### src/router_pkg.sv
`default_nettype none

package router_pkg;

    localparam int NUM_PORTS = 6;
    localparam int COORD_W = 4;
    localparam int FLIT_W = 64;
    // kind field plus three coordinates
    localparam int HEADER_W = 2 + 3 * COORD_W;
    localparam int PAYLOAD_W = FLIT_W - HEADER_W;

    // also the index of every per-port array
    typedef enum logic [2:0] {
        DIR_XPOS = 3'd0,
        DIR_YPOS = 3'd1,
        DIR_ZPOS = 3'd2,
        DIR_XNEG = 3'd3,
        DIR_YNEG = 3'd4,
        DIR_ZNEG = 3'd5
    } dir_e;

    typedef enum logic [1:0] {
        FLIT_DATA   = 2'd0,
        FLIT_CREDIT = 2'd1
    } flit_kind_e;

    // credit flits carry the free-slot count in the low payload bits
    typedef struct packed {
        flit_kind_e             kind;
        logic [COORD_W - 1:0]   dst_x;
        logic [COORD_W - 1:0]   dst_y;
        logic [COORD_W - 1:0]   dst_z;
        logic [PAYLOAD_W - 1:0] payload;
    } flit_t;

    typedef struct packed {
        logic  valid;
        flit_t flit;
    } port_flit_t;

    typedef struct packed {
        logic  valid;
        flit_t flit;
        dir_e  out_dir;
        logic  eject;
    } routed_t;

endpackage

`default_nettype wire

### src/route_stage.sv
`timescale 1ns/10ps
`default_nettype none

module route_stage #(
    parameter logic [router_pkg::COORD_W - 1:0] cur_x = '0,
    parameter logic [router_pkg::COORD_W - 1:0] cur_y = '0,
    parameter logic [router_pkg::COORD_W - 1:0] cur_z = '0
) (
    input  wire                        clk,
    input  wire                        rst,
    input  wire router_pkg::flit_t     head,
    input  wire                        not_empty,
    input  wire                        grant,
    output logic                       pop,
    output router_pkg::routed_t        routed,
    output router_pkg::port_flit_t     eject
);

    router_pkg::routed_t slot;
    router_pkg::routed_t next_slot;
    logic                free;

    // dimension order, x then y then z
    always_comb begin
        next_slot.valid = 1'b1;
        next_slot.flit = head;
        next_slot.eject = 1'b0;
        if (head.dst_x > cur_x) begin
            next_slot.out_dir = router_pkg::DIR_XPOS;
        end else if (head.dst_x < cur_x) begin
            next_slot.out_dir = router_pkg::DIR_XNEG;
        end else if (head.dst_y > cur_y) begin
            next_slot.out_dir = router_pkg::DIR_YPOS;
        end else if (head.dst_y < cur_y) begin
            next_slot.out_dir = router_pkg::DIR_YNEG;
        end else if (head.dst_z > cur_z) begin
            next_slot.out_dir = router_pkg::DIR_ZPOS;
        end else if (head.dst_z < cur_z) begin
            next_slot.out_dir = router_pkg::DIR_ZNEG;
        end else begin
            // addressed to this router
            next_slot.out_dir = router_pkg::DIR_XPOS;
            next_slot.eject = 1'b1;
        end
    end

    // eject never waits
    assign free = slot.valid && (slot.eject || grant);
    assign pop = not_empty && (!slot.valid || free);

    always_ff @(posedge clk) begin
        if (rst) begin
            slot.valid <= 1'b0;
        end else if (pop) begin
            slot <= next_slot;
        end else if (free) begin
            slot.valid <= 1'b0;
        end
    end

    assign routed = slot;
    assign eject.valid = slot.valid && slot.eject;
    assign eject.flit = slot.flit;

endmodule

`default_nettype wire

### config.mk
export PLATFORM = sky130hd
export DESIGN_NAME = route_stage
export DESIGN_NICKNAME = d
export VERILOG_FILES = /design/src/router_pkg.sv /design/src/route_stage.sv
export SDC_FILE = /design/constraint.sdc
export NUM_CORES = 1
export LEC_CHECK = 0
export BUFFER_PORTS_ARGS = -buffer_cell sky130_fd_sc_hd__buf_2
export CORE_ASPECT_RATIO = 1.2
export CORE_MARGIN = 2
export CORE_UTILIZATION = 30
export CTS_BUF_LIST = sky130_fd_sc_hd__clkbuf_4 sky130_fd_sc_hd__clkbuf_8
export DETAILED_ROUTE_END_ITERATION = 10
export GPL_TIMING_DRIVEN = 0
export PLACE_DENSITY = 0.65
export SYNTH_ARGS = -nofsm -noshare
export SYNTH_HDL_FRONTEND = slang
export SYNTH_SLANG_ARGS = --single-unit
### constraint.sdc
create_clock -name clk -period 6.4 [get_ports clk]
set_input_delay 0.32 -clock clk [delete_from_list [all_inputs] [get_ports clk]]
set_output_delay 0.32 -clock clk [all_outputs]
set_load 0.02 [all_outputs]
==> results.ini <==
[synth]
ys_async_sr_fraction = 0
synth_warnings = 0
synth_edf_count = 67
yosysTopAreaCell = edfxtp_1
syn_area_per_cell_sq_um = 18.1
seq_area_frac_synth = 0.776
yosysTopAreaCellShare = 0.768
synth.distinct_cells = 12
syn_nets = 213
synth_most_common_cell = edfxtp_1
synth_area_leaders = edfxtp_1, buf_4, or4_4
syn_inst = 145
netlist_area_sq_um = 2620
synth_ff_type = edfxtp_1
synth_common_cells = edfxtp_1, buf_4, nor2b_1, nor3b_1, or4_4
ys_seq_elements = 68

[power]
power_density_nw_per_um2 = 238
p_total_uw = 952
ir_drop_mv = 0.148
leakage_uw = 0.00189

[finish]
drive_gt1_frac = 0.790
nets = 430
register_area_sq_um = 2030
diodes = 0
syn_to_final_growth_pct = 52.5
multi_input_area_sq_um = 105
fill_cells = 809
fin_cells = 484

[floorplan]
die_h_um = 106
ios = 203
core_sq_um = 8520
num_rows = 37
die_area_sq_um = 9500
dieWidth_um = 89.3
initial_core_util = 0.308

[cts]
clockBufferDepth = 2
cts_setup_buffers = 0
clockRootBuffer = clkbuf_8
numCtsBuffers = 9
hold_buffers = 0
htreeDepth = 3
cts_tree = done
cts_resized = 0
numClockSinks = 68
worstSkewPairLatency_ps = 330
path_clk_slew_ps = 70

[detailed_routing]
post_drt_via_cell_ratio = 3.80
drtPass1Iterations = 4
routed-via-count = 1840
route.detailed.drc = 0
final_antenna_net_count = 0
wire_per_inst_um = 12.6
finalWirelength_mm = 6.11
first_iter_violations = 33

[setup_path]
worst-path-max-fanout = 13
required_ps = 6440
worstSetupPathType = reg -> reg
arrival_ps = 2070
r2r_slack_ps = 4380
start_kind = flip-flop
end_kind = flip-flop

[timing]
slew_viol_final = 0
tightestPinTransition_ps = 666
fin_crit_sh = 0.316
setup_tns_ps = 0
finalCriticalPeriod_ps = 2020
rsz0062_at_grt = false
timing.clock.skew_ps = 4.76
slew_headroom = 0.554
fmaxAchievable_mhz = 494
setup_viol = 0
finalHoldViolations = 0

[placed_design]
hpwlAfterDp_mm = 5.03
io_buffer_count = 201
placed_cells = 468
gp_congestion = 0.690

[global_routing]
grt_pass1_vias = 1786
grt_pass1_wl_mm = 8.58
grt_antenna_before_repair = 0
grt_max_degree = 14
overflow = 0
grt.total_usage = 0.124

[min_path]
hold_path.class = in -> reg

[outcome]
outcome = complete, no violations

[run]
drv_cap = 0

[per-layer routing]
metal,global-route usage,vias to the layer above,share of wire
met5,0,-,0
met4,0.0736,0,0.020
met3,0.0357,9,0.094
met2,0.220,104,0.55
met1,0.123,843,0.33
li1,-,884,-
[final timing paths]
path                                start                       to  depth (start not counted)
hold / removal                   head[26]      eject[26]$_DFFE_PP_                          1
setup reg to reg  routed[0]$_SDFFCE_PP0P_      eject[43]$_DFFE_PP_                          5
hold reg to reg   routed[68]$_SDFFE_PP0P_  routed[68]$_SDFFE_PP0P_                          2
setup / recovery  routed[0]$_SDFFCE_PP0P_      eject[43]$_DFFE_PP_                          5
[final cells by class]
cell class              count  share of cell area
flip-flops and latches     68               0.508
multi-input cells          12              0.0263
well taps                 117              0.0366
clock buffers              12              0.0366
clock inverters             4             0.00407
repair buffers            206               0.266
plain buffers              65               0.122
[logic make-up (layout without fill, tap and decap cells)]
group                  after synthesis  after routing  synth area share
DFF                                 68             68             0.776
AOI/OAI and AO/OA                    1              1           0.00382
and+or+nand+nor                     10             10            0.0330
buffers and inverters               65            287             0.186
other                                1              1           0.00143
[state kept, by name, summed over array words and instances, names as in the netlist]
register  cells
eject        64
routed        4
[layout by cell type (no fill, tap or decap)]
master,synthesis,routed
nor2b_1,2,2
edfxtp_1,67,67
clkbuf_4,0,3
clkbuf_8,0,9
buf_4,65,65
buf_6,0,5
or4_4,2,2
buf_2,0,201
nor3b_2,1,2
o21ba_2,1,1
clkinv_2,0,1
clkinv_1,0,3
nor3b_1,2,1
or4_1,1,1
nor3_2,1,1
dfxtp_1,1,1
conb_1,1,1
and2_1,1,1
[power by group]
group | total (uW) | switching [uW] | internal, uW
registers | 521 | 9.12 | 512
logic | 136 | 76.1 | 60.0
clock network | 295 | 146 | 149
[through the flow]
stage                      util  hold WS [ps]  setup slack (ps)  area (sq um)
after CTS                 0.469           130              4320          4000
after detailed placement  0.450           498              4330          3830
after global placement    0.443           497             -1640          3770
after global routing      0.469           132              4190          4000
after floorplan               -           419               332          2620
final                     0.469           156              4380          4000
[critical path, cell delays in order, from the launching register on]
cell,delay [ps]
edfxtp_1,400
nor3b_1,110
nor3b_2,570
buf_6,270
buf_6,190
buf_6,190
No activity file was read; power rests on OpenSTA's default activity.
