**config.mk**
```make
export PLATFORM = sky130hd
export DESIGN_NAME = credit_link
export DESIGN_NICKNAME = d
export VERILOG_FILES = /design/src/router_pkg.sv /design/src/credit_link.sv
export SDC_FILE = /design/constraint.sdc
export NUM_CORES = 1
export LEC_CHECK = 0
export BUFFER_PORTS_ARGS = -buffer_cell sky130_fd_sc_hd__buf_2
export CAP_MARGIN = 40
export CORE_AREA = 2 2 472 474
export CTS_CLUSTER_DIAMETER = 100
export CTS_CLUSTER_SIZE = 10
export DETAILED_ROUTE_END_ITERATION = 10
export DIE_AREA = 0 0 474 476
export PLACE_DENSITY = 0.36
export SYNTH_ARGS = -nofsm -noshare
export SYNTH_HDL_FRONTEND = slang
export SYNTH_SLANG_ARGS = --single-unit
```
**constraint.sdc**
```tcl
create_clock -name clk -period 11.55 [get_ports clk]
set_clock_uncertainty 0.2 [all_clocks]
set_input_delay 0 -clock clk [delete_from_list [all_inputs] [get_ports clk]]
set_output_delay 0 -clock clk [all_outputs]
set_load 0.05 [all_outputs]
```
**src/router_pkg.sv**
```systemverilog
`default_nettype none

package router_pkg;

    localparam int NUM_PORTS = 6;
    localparam int COORD_W = 4;
    localparam int FLIT_W = 64;
    // kind field plus three coordinates
    localparam int HEADER_W = 2 + 3 * COORD_W;
    localparam int PAYLOAD_W = FLIT_W - HEADER_W;

    // also the index of every per-port array
    typedef enum logic [2:0] {
        DIR_XPOS = 3'd0,
        DIR_YPOS = 3'd1,
        DIR_ZPOS = 3'd2,
        DIR_XNEG = 3'd3,
        DIR_YNEG = 3'd4,
        DIR_ZNEG = 3'd5
    } dir_e;

    typedef enum logic [1:0] {
        FLIT_DATA   = 2'd0,
        FLIT_CREDIT = 2'd1
    } flit_kind_e;

    // credit flits carry the free-slot count in the low payload bits
    typedef struct packed {
        flit_kind_e             kind;
        logic [COORD_W - 1:0]   dst_x;
        logic [COORD_W - 1:0]   dst_y;
        logic [COORD_W - 1:0]   dst_z;
        logic [PAYLOAD_W - 1:0] payload;
    } flit_t;

    typedef struct packed {
        logic  valid;
        flit_t flit;
    } port_flit_t;

    typedef struct packed {
        logic  valid;
        flit_t flit;
        dir_e  out_dir;
        logic  eject;
    } routed_t;

endpackage

`default_nettype wire

```
**src/credit_link.sv**
```systemverilog
`timescale 1ns/10ps
`default_nettype none

module credit_link #(
    parameter int QUEUE_DEPTH = 16,
    parameter int CREDIT_PERIOD = 32,
    parameter int CREDIT_THRESHOLD = 4
) (
    input  wire                                    clk,
    input  wire                                    rst,
    input  wire router_pkg::port_flit_t            in [router_pkg::NUM_PORTS],
    input  wire [$clog2(QUEUE_DEPTH + 1) - 1:0]    used [router_pkg::NUM_PORTS],
    input  wire router_pkg::port_flit_t            sw_out [router_pkg::NUM_PORTS],
    output logic [router_pkg::NUM_PORTS - 1:0]     out_ready,
    output router_pkg::port_flit_t                 out [router_pkg::NUM_PORTS]
);

    localparam int NP = router_pkg::NUM_PORTS;
    localparam int CW = $clog2(QUEUE_DEPTH + 1);
    localparam int TW = (CREDIT_PERIOD > 1) ? $clog2(CREDIT_PERIOD) : 1;

    logic [CW - 1:0]   credits [NP];
    logic [TW - 1:0]   period_cnt;
    logic              credit_slot;
    router_pkg::flit_t credit_flit [NP];

    // last cycle of the period is reserved for credit flits
    assign credit_slot = (period_cnt == TW'(CREDIT_PERIOD - 1));

    always_ff @(posedge clk) begin
        if (rst) begin
            period_cnt <= '0;
        end else if (credit_slot) begin
            period_cnt <= '0;
        end else begin
            period_cnt <= period_cnt + 1'b1;
        end
    end

    // downstream free space as last reported
    always_ff @(posedge clk) begin
        if (rst) begin
            for (int p = 0; p < NP; p++) begin
                credits[p] <= CW'(QUEUE_DEPTH);
            end
        end else begin
            for (int p = 0; p < NP; p++) begin
                if (in[p].valid && (in[p].flit.kind == router_pkg::FLIT_CREDIT)) begin
                    credits[p] <= in[p].flit.payload[CW - 1:0];
                end
            end
        end
    end

    always_comb begin
        for (int q = 0; q < NP; q++) begin
            out_ready[q] = (int'(credits[q]) >= CREDIT_THRESHOLD) && !credit_slot;
            credit_flit[q].kind = router_pkg::FLIT_CREDIT;
            credit_flit[q].dst_x = '0;
            credit_flit[q].dst_y = '0;
            credit_flit[q].dst_z = '0;
            // free slots of the input queue on the same side
            credit_flit[q].payload = router_pkg::PAYLOAD_W'(CW'(QUEUE_DEPTH) - used[q]);
        end
    end

    always_ff @(posedge clk) begin
        if (rst) begin
            for (int q = 0; q < NP; q++) begin
                out[q].valid <= 1'b0;
            end
        end else begin
            for (int q = 0; q < NP; q++) begin
                if (credit_slot) begin
                    out[q].valid <= 1'b1;
                    out[q].flit <= credit_flit[q];
                end else begin
                    out[q] <= sw_out[q];
                end
            end
        end
    end

endmodule

`default_nettype wire

```
==> results of run 1 <==
[flip-flops by register name (all words and copies together) (netlist names)]
signal      flops
credits        18
period_cnt      5
out           390
[power by group]
group | total [mW] | switching, mW | internal, mW | leakage (nW)
logic | 1.01 | 0.660 | 0.352 | 9.63
registers | 1.81 | 0.0380 | 1.77 | 4.03
clock network | 1.80 | 0.762 | 1.04 | 0.881
[layout make-up]
class,instances,area share (%)
Clock inverter,24,0.9370
Clock buffer,69,4.190
Sequential cell,413,35.00
Inverter,288,3.100
Timing Repair Buffer,1731,37.23
Tap cell,2975,10.60
Multi-Input combinational cell,510,8.704
Antenna cell,33,0.2352
[cell families after synthesis]
kind of cell,synth area share [%]
adders and majority gates,0.6667
AOI/OAI and AO/OA,8.645
buffers and inverters,9.245
xor gates and xnor gates,0.7260
muxes,1.200
DFF,72.78
and+or+nand+nor,6.741
[tightest hold or removal path: cells and delay by family]
kind            cells  cell delay [ns]
compound gates      1             0.15
buf+inv             1             0.15
simple gates        1             0.32
[how the worst min path moves through the flow]
stage / from / to / depth (start not counted)
floorplan: sw_out[129] / out[129]$_SDFF_PP0_ / 2
global placement: sw_out[129] / out[129]$_SDFF_PP0_ / 3
detailed placement: sw_out[324] / out[324]$_SDFF_PP0_ / 3
CTS: sw_out[368] / out[368]$_DFFE_PN_ / 4
global route: used[19] / out[225]$_DFFE_PN_ / 3
finish: used[19] / out[237]$_DFFE_PN_ / 3
[layer usage]
| layer | GRT usage (%) | part of all wire [%] | vias to the layer above |
|---|---|---|---|
| met1 | 10.08 | 38 | 8056 |
| met5 | 0 | 0.38 | - |
| met2 | 15.69 | 47 | 855 |
| li1 | - | - | 7825 |
| met4 | 3.891 | 4.5 | 66 |
| met3 | 3.952 | 10 | 233 |
[through the flow]
stage,hold slack (ns),utilization (%),power (mW),cell area [um^2],std cells
5_1_grt,0.003033,15.87,4.830,35060,6021
3_3_place_gp,0.01134,11.11,2.635,24550,5053
6_report,-0.01574,15.89,4.624,35120,6043
4_1_cts,0.0001176,15.85,4.744,35030,6010
3_5_place_dp,0.008401,11.14,2.637,24630,5057
2_1_floorplan,-0.08418,-,2.332,16890,1284
[cells in the final DEF (no fill, tap or decap), types with 4 or more instances in the layout]
cell           count
nand3b_1           6
nand3_4            6
clkbuf_16         57
xnor2_1           12
o21ai_1           40
bufinv_16          6
nor3b_1            8
and2_1            12
mux2_2            18
buf_4             13
or4_4              6
buf_2            854
clkinv_4           5
nand2_1            6
nor2b_1           79
inv_1            287
or2_2              6
nor3_1             9
nor2_1            30
a21oi_1            6
nand3_1            6
ha_1               8
clkbuf_1          12
or3_1              6
inv_6              7
o21ai_0          235
dfxtp_1           11
dlygate4sd3_1    860
diode_2           33
edfxtp_1         402
o31ai_1            6
clkinv_2           4
[cells in the mapped netlist (8+ instances only)]
| cell | count |
|---|---|
| and2_1 | 12 |
| buf_6 | 26 |
| clkbuf_1 | 40 |
| dfxtp_1 | 11 |
| edfxtp_1 | 402 |
| ha_1 | 9 |
| inv_1 | 288 |
| mux2_2 | 18 |
| nor2_1 | 30 |
| nor2b_1 | 79 |
| nor3_1 | 9 |
| nor3b_1 | 8 |
| o21ai_0 | 235 |
| o21ai_1 | 40 |
| xnor2_1 | 13 |
[what timing repair did]
action                    in CTS  in global routing
hold buffers                 860                  0
resized for setup              0                  0
hold endpoints to repair     450                  0
==> results.toml, run 1 <==
[clock_tree]
cts-root-buf = "clkbuf_16"
tritoncts = "yes"
clk_path_buf_depth = 3
cts_htree_levels = 2
clkSlewWorstSetupHoldPaths_ns = 0.06
clock_latency_ns = 0.65
cts.sinks = 413
cts_made_buffers = 57
post-cts-setup-buffer-count = 0

[die]
die_w_um = 474
fp.coreArea_mm2 = 0.2210
die_h_um = 476
rows = 173
ioPinCount = 1208
dieArea_mm2 = 0.2256
start_util_pct = 7.642

[setup_path]
cp_slowest_cell = "buf_4"
required_ns = 11.79
crit_family = "buffers and inverters"
crit_path_start_kind = "flip-flop"
r2r_end = "out[141]$_DFFE_PN_"
critPathKind = "flip-flop to flip-flop"
crit_end = "out[141]$_DFFE_PN_"
end_kind = "flip-flop"
path_max_fanout = 80
r2r_start = "period_cnt[0]$_SDFF_PP0_"
cp_cell_sequence = "ha_1 -> and3_1 -> ha_4 -> buf_4 -> buf_4 -> buf_4 -> o21ai_0 -> dlygate4sd3_1"
cpPeakStageDelay_ns = 0.70
r2r_cells = 8
worst-path-stages = 8
cpMostUsedCell = "buf_4"
crit_start = "period_cnt[0]$_SDFF_PP0_"
critPathBufInv = 4
r2r_slack_ns = 6.98
cp.arrival_ns = 4.81

[yosys]
async_flop_share_pct = 0
synth.cell_area_mm2 = 0.01689
ys_warn_count = 0
synth_edf_count = 402
syn_area_per_cell_um2 = 13.15
synth.top_cell.area_share_pct = 71.47
ys_seq_area_share_pct = 72.78
synth_nets = 2105
synthCells = 1284
synth.area.top_cells = "edfxtp_1, o21ai_0, inv_1, nor2b_1, buf_6"
synth_cell_type_count = 29
synthFlopType = "edfxtp_1"
yosys.area.top_type = "edfxtp_1"
synth_seq_cells = 413

[global_routing]
grt_pass1_vias = 17679
grt_pass1_wl_mm = 142.6
grt_usage_pct = 9.255
antenna_found_initial = 84
grt_max_degree = 93
grt-ovfl-total = 0

[detailed_routing]
drc_errors = 0
drt-total-wl_mm = 109.5
final_antenna_net_count = 0
num_vias = 17035
viasPerCell = 2.819
firstDrtPassIters = 6
routedWlPerCell_um = 18.11
dr.first_iter.drc_count = 638

[timing]
finalSetupViolCount = 0
drv_slew = 0
fin_crit_ns = 4.569
fmax_mhz = 218.9
fin_hold_ws_ns = -0.01574
min_period_over_period_pct = 39.56
tightest_slew_ns = 0.8442
hold_violations = 2
rsz0062_at_grt = "false"
max_slew_margin_pct = 43.72
final.setup.worst_slack_ns = 6.981
tns_ns = 0

[placed_design]
gp_congestion = 0.7975
portBuffers = 853
pre_cts_slack_ns = 6.923
dp_hpwl_mm = 84.49

[power]
power.leakage_nw = 14.54
ir_worst_vdd_mv = 0.1140
p_per_area_mw_per_mm2 = 131.7

[final_layout]
fillCellCount = 24738
layout-drive-gt1-share_pct = 32.65
regArea_mm2 = 0.01229
final_nets = 3822
syn2layout_area_growth_pct = 107.9
multi_input_area_mm2 = 0.003057

[status]
outcome = "finished with violations"
violations = "negative hold slack"

[flow_run]
cap_viol_max_count = 0

[min_path]
hp-class = "primary input to flip-flop"
(Power assumes the default switching activity.)
==> run 2: changes to the inputs <==
clock period = 4.7 ns   (was 11.55 ns; I/O delays follow)
==> results.toml, run 2 (synthesis gave the netlist of run 1 again) <==
[timing]
max_slew_margin_pct = 35.53
finalSetupViolCount = 0
drv_slew = 0
fin_crit_ns = 3.622
tns_ns = 0
tightest_slew_ns = 0.9671
rsz0062_at_grt = "false"
min_period_over_period_pct = 77.07
hold_violations = 0
fin_hold_ws_ns = 0.03351
fmax_mhz = 276.1
final.setup.worst_slack_ns = 1.078

[global_routing]
use_met2_pct = 16.48
grtUsageMet1_pct = 10.04
antenna_found_initial = 102
grt-ovfl-total = 0
grt_pass1_wl_mm = 146.0
busiest_layer = "met2"
grtUsageMet3_pct = 4.328
grt_pass1_vias = 17757
grt_usage_pct = 9.556
grt_max_degree = 134

[detailed_routing]
drt-total-wl_mm = 113.1
num_vias = 17195
viasPerCell = 2.809
final_antenna_net_count = 0
routedWlPerCell_um = 18.48
firstDrtPassIters = 8
drc_errors = 0
dr.first_iter.drc_count = 689

[placed_design]
dpl_cell_area_mm2 = 0.02472
dp_hpwl_mm = 89.01
portBuffers = 853
dp.cells = 5066
pre_cts_slack_ns = 1.410
gp_congestion = 0.7761

[clock_tree]
tritoncts = "yes"
cts_htree_levels = 2
clock_latency_ns = 0.68
cts-root-buf = "clkbuf_16"
clkSlewWorstSetupHoldPaths_ns = 0.06
cts_made_buffers = 57
cts.sinks = 413
clk_path_buf_depth = 3
post-cts-setup-buffer-count = 0

[setup_path]
cp_slowest_cell = "dlygate4sd3_1"
r2r_slack_ns = 1.08
cp_cell_sequence = "ha_1 -> and3_1 -> ha_4 -> buf_12 -> buf_4 -> o21ai_0 -> dlygate4sd3_1"
crit_path_start_kind = "flip-flop"
cp.arrival_ns = 3.83
required_ns = 4.91
critPathKind = "flip-flop to flip-flop"
cpPeakStageDelay_ns = 0.66
path_max_fanout = 103
end_kind = "flip-flop"

[final_layout]
syn2layout_area_growth_pct = 112.2
top_regs = "out: 390 flops, credits: 18 flops, period_cnt: 5 flops"
largest_reg_flops = 390
final_area_mm2 = 0.03585
final_nets = 3904
largest_register = "out"
layout-drive-gt1-share_pct = 31.96
final_core_util_pct = 16.22
final_cells = 6121
layout_commonest_cell = "dlygate4sd3_1"
final_cell_mix = "dlygate4sd3_1, buf_2, edfxtp_1"

[power]
totalPowerFinal_mw = 11.21
ir_worst_vdd_mv = 0.2723
p_per_area_mw_per_mm2 = 312.8
power.leakage_nw = 14.83

[die]
start_util_pct = 7.642
fp.coreArea_mm2 = 0.2210
die_w_um = 474
ioPinCount = 1208
dieArea_mm2 = 0.2256
die_h_um = 476
rows = 173

[flow_run]
cap_viol_max_count = 0

[status]
outcome = "finished clean"

[min_path]
hp-class = "primary input to flip-flop"
-- run 2: power by group --
group          internal, mW  switching [mW]
Sequential             4.36          0.0869
Combinational         0.904            1.63
Clock                  2.36            1.86
-- run 2: worst paths after layout --
kind	startpoint	endpoint	cells past startpoint
hold reg to reg	period_cnt[0]$_SDFF_PP0_	period_cnt[0]$_SDFF_PP0_	1
hold / removal	used[14]	out[160]$_DFFE_PN_	4
setup reg to reg	period_cnt[0]$_SDFF_PP0_	out[38]$_DFFE_PN_	7
setup / recovery	period_cnt[0]$_SDFF_PP0_	out[38]$_DFFE_PN_	7
-- run 2: critical path: cells and delay by family, from the launching register on --
| family | cells | cell delay [ns] |
|---|---|---|
| buffers and inverters | 3 | 1.58 |
| adder cells (fa/ha/maj) | 2 | 0.59 |
| flip-flops | 1 | 0.35 |
| AO/OA/AOI/OAI | 1 | 0.27 |
| AND/OR/NAND/NOR | 1 | 0.24 |
-- run 2: metal layers --
layer  vias up  part of all wire (%)
li1       7983                     -
met3       226                    11
met5         -                  0.33
met4        64                   4.3
met1      8017                    37
met2       905                    48
-- run 2: timing repair --
action | in CTS | in global routing
hold buffers | 933 | 0
resized for setup | 0 | 0
hold endpoints to repair | 431 | 0
-- run 2: final cells by class --
cell class / instances / area (um^2)
fillers: 24757 / 185200
clock buffers: 73 / 1550
well taps: 2975 / 3722
multi-input cells: 510 / 3049
repair buffers: 1813 / 13910
clock inverters: 16 / 156.4
diodes: 33 / 82.58
flip-flops and latches: 413 / 12290
inverters: 288 / 1085
==> run 3: changes to the inputs <==
ABC_AREA = 1   (was default)
CORE_AREA = 2 2 475 477   (was 2 2 472 474)
DIE_AREA = 0 0 477 479   (was 0 0 474 476)
PLACE_DENSITY = 0.37   (was 0.36)
clock period = 3.25 ns   (was 4.7 ns; I/O delays follow)
==> results.toml, run 3 <==
[detailed_routing]
wl_met3_mm = 13.44
dr.first_iter.drc_count = 758
drc_errors = 0
num_vias = 18400
routedWlPerCell_um = 17.75
firstDrtPassIters = 5
viasPerCell = 2.867
top_layer_used = "met5"
drt-total-wl_mm = 113.9
wl_met1_mm = 43.81
dr_wl_met2_mm = 51.40
final_antenna_net_count = 0

[placed_design]
dpl_cell_area_mm2 = 0.02465
pre_cts_slack_ns = 0.2122
gp_congestion = 0.8625
portBuffers = 853
dp_hpwl_mm = 90.68

[yosys]
async_flop_share_pct = 0
syn_area_per_cell_um2 = 11.43
synth.cell_area_mm2 = 0.01667
ys_seq_area_share_pct = 73.74
synth.area.top_cells = "edfxtp_1, nand2_1, nor2_1, inv_1, buf_4"
ys_warn_count = 0
synth_edf_count = 402
synth.top_cell.area_share_pct = 72.42
synth_common_cells = "nand2_1, edfxtp_1, nor2_1, inv_1, buf_2"
synth_nets = 2280
synthCells = 1459
synth_cell_type_count = 22
yosys.area.top_type = "edfxtp_1"
synth_seq_cells = 413
synth_most_common_cell = "nand2_1"
synthFlopType = "edfxtp_1"

[timing]
final.setup.worst_slack_ns = 0.09688
drv_slew = 0
rsz0062_at_grt = "false"
min_period_over_period_pct = 97.02
finalSetupViolCount = 0
max_slew_margin_pct = 33.97
fin_crit_ns = 3.153
tightest_slew_ns = 0.9905
tns_ns = 0
fmax_mhz = 317.1
hold_violations = 0

[min_path]
hp-class = "primary input to flip-flop"

[die]
fp.coreArea_mm2 = 0.2236
start_util_pct = 7.456
rows = 174
die_w_um = 477
die_h_um = 479
dieArea_mm2 = 0.2285
ioPinCount = 1208

[setup_path]
cp.arrival_ns = 3.35
required_ns = 3.45
end_kind = "flip-flop"
cp_cell_sequence = "ha_1 -> nand2_1 -> nor2_2 -> ha_4 -> buf_4 -> clkinv_8 -> buf_12 -> nand2_4 -> nand2_1 -> dlygate4sd3_1"
cpMostUsedCell = "nand2_1"
path_max_fanout = 155
cpPeakStageDelay_ns = 0.59
cp_slowest_cell = "dlygate4sd3_1"
critPathKind = "flip-flop to flip-flop"
crit_path_start_kind = "flip-flop"

[status]
outcome = "finished clean"

[clock_tree]
clkSlewWorstSetupHoldPaths_ns = 0.06
tritoncts = "yes"
cts-root-buf = "clkbuf_16"
cts_htree_levels = 2
cts.sinks = 413
clk_path_buf_depth = 3
clock_latency_ns = 0.64
cts_made_buffers = 52

[global_routing]
antenna_found_initial = 94
grt_max_degree = 156
grt-ovfl-total = 0
grt_pass1_wl_mm = 152.8
grt_pass1_vias = 19453
grt_usage_pct = 9.650

[final_layout]
fillCellCount = 25031
layout-drive-gt1-share_pct = 29.16
largest_register = "out"
final_cell_mix = "dlygate4sd3_1, buf_2, nand2_1"
largest_reg_flops = 390
top_regs = "out: 390 flops, credits: 18 flops, period_cnt: 5 flops"
final_nets = 4188
final_area_mm2 = 0.03658
layout_commonest_cell = "dlygate4sd3_1"
syn2layout_area_growth_pct = 119.5

[power]
ir_worst_vdd_mv = 0.3817
totalPowerFinal_mw = 15.08
p_per_area_mw_per_mm2 = 412.2
power.leakage_nw = 16.22

[flow_run]
cap_viol_max_count = 0
-- run 3: cell types whose count changed in the layout (fill, tap and decap cells not counted), sizes merged, moves of 7 or more --
| cell | change |
|---|---|
| o21ai | -263 |
| mux2 | -18 |
| buf | +18 |
| nor3b | -7 |
| or2 | +12 |
| dlygate4sd3 | +94 |
| nand3 | +19 |
| inv | -172 |
| and2 | -12 |
| xnor2 | -13 |
| clkbuf | -12 |
| nand2 | +627 |
| nor2b | -79 |
| nor2 | +107 |
-- run 3: final timing paths --
path                              end  cells after the start  slack [ns]                      from
max                out[168]$_DFFE_PN_                     10         0.1  period_cnt[0]$_SDFF_PP0_
min reg2reg  period_cnt[0]$_SDFF_PP0_                      1        0.27  period_cnt[0]$_SDFF_PP0_
min                 out[26]$_DFFE_PN_                      6        0.02                   used[3]
max reg2reg        out[168]$_DFFE_PN_                     10         0.1  period_cnt[0]$_SDFF_PP0_
-- run 3: through the flow --
step | hold WS, ns | util, % | cells
after detailed placement | 0.02765 | 11.03 | 5274
after global routing | 0.03850 | 16.33 | 6389
after floorplan | -0.1276 | - | 1459
after global placement | 0.01499 | 11.03 | 5274
final | 0.01930 | 16.36 | 6417
after CTS | 0.001598 | 16.31 | 6379
-- run 3: cells by family (layout without fill, tap and decap cells) --
family,after synthesis,after routing,share of synthesized area [%]
other,0,37,0
buffers and inverters,191,2120,5.584
adder cells (fa/ha/maj),9,9,0.6755
AND/OR/NAND/NOR,827,827,19.39
flip-flops,413,413,73.74
AO/OA/AOI/OAI,19,19,0.6155
-- run 3: routing by layer --
metal / vias to the layer above / track usage [%]
met5: - / 0
met4: 62 / 3.838
met3: 216 / 4.785
met2: 876 / 15.72
met1: 8658 / 10.69
li1: 8588 / -
-- run 3: final cells by class --
type | count | area, um^2 | area share (%)
timing repair buffer | 1925 | 15010 | 41.04
sequential | 413 | 12290 | 33.60
tap | 2992 | 3744 | 10.23
multi-input combinational | 855 | 3472 | 9.491
clock buffer | 61 | 1335 | 3.649
inverter | 120 | 470.5 | 1.286
clock inverter | 14 | 163.9 | 0.4480
antenna | 37 | 92.59 | 0.2531
-- run 3: where the power goes --
group | switching, mW | internal (mW) | total (mW)
Sequential | 0.112 | 6.21 | 6.32
Clock | 2.46 | 2.99 | 5.44
Combinational | 1.99 | 1.33 | 3.31
Total | 4.56 | 10.5 | 15.1
-- run 3: worst max-delay path, delay by kind of cell (launching register included) --
kind / cells / cell delay (ns)
adders and majority gates: 2 / 0.39
buffers and inverters: 4 / 0.98
DFF: 1 / 0.38
and+or+nand+nor: 4 / 0.61
-- run 3: what timing repair did --
| item | CTS | global route |
|---|---|---|
| hold buffers | 1027 | 0 |
| resized for setup | 1 | 7 |
| pin swaps | 1 | 1 |
| cloned | 0 | 0 |
| endpoints found under the setup margin | 3 | 229 |
| endpoints found under the hold margin | 470 | 0 |
| setup buffers | 3 | 1 |
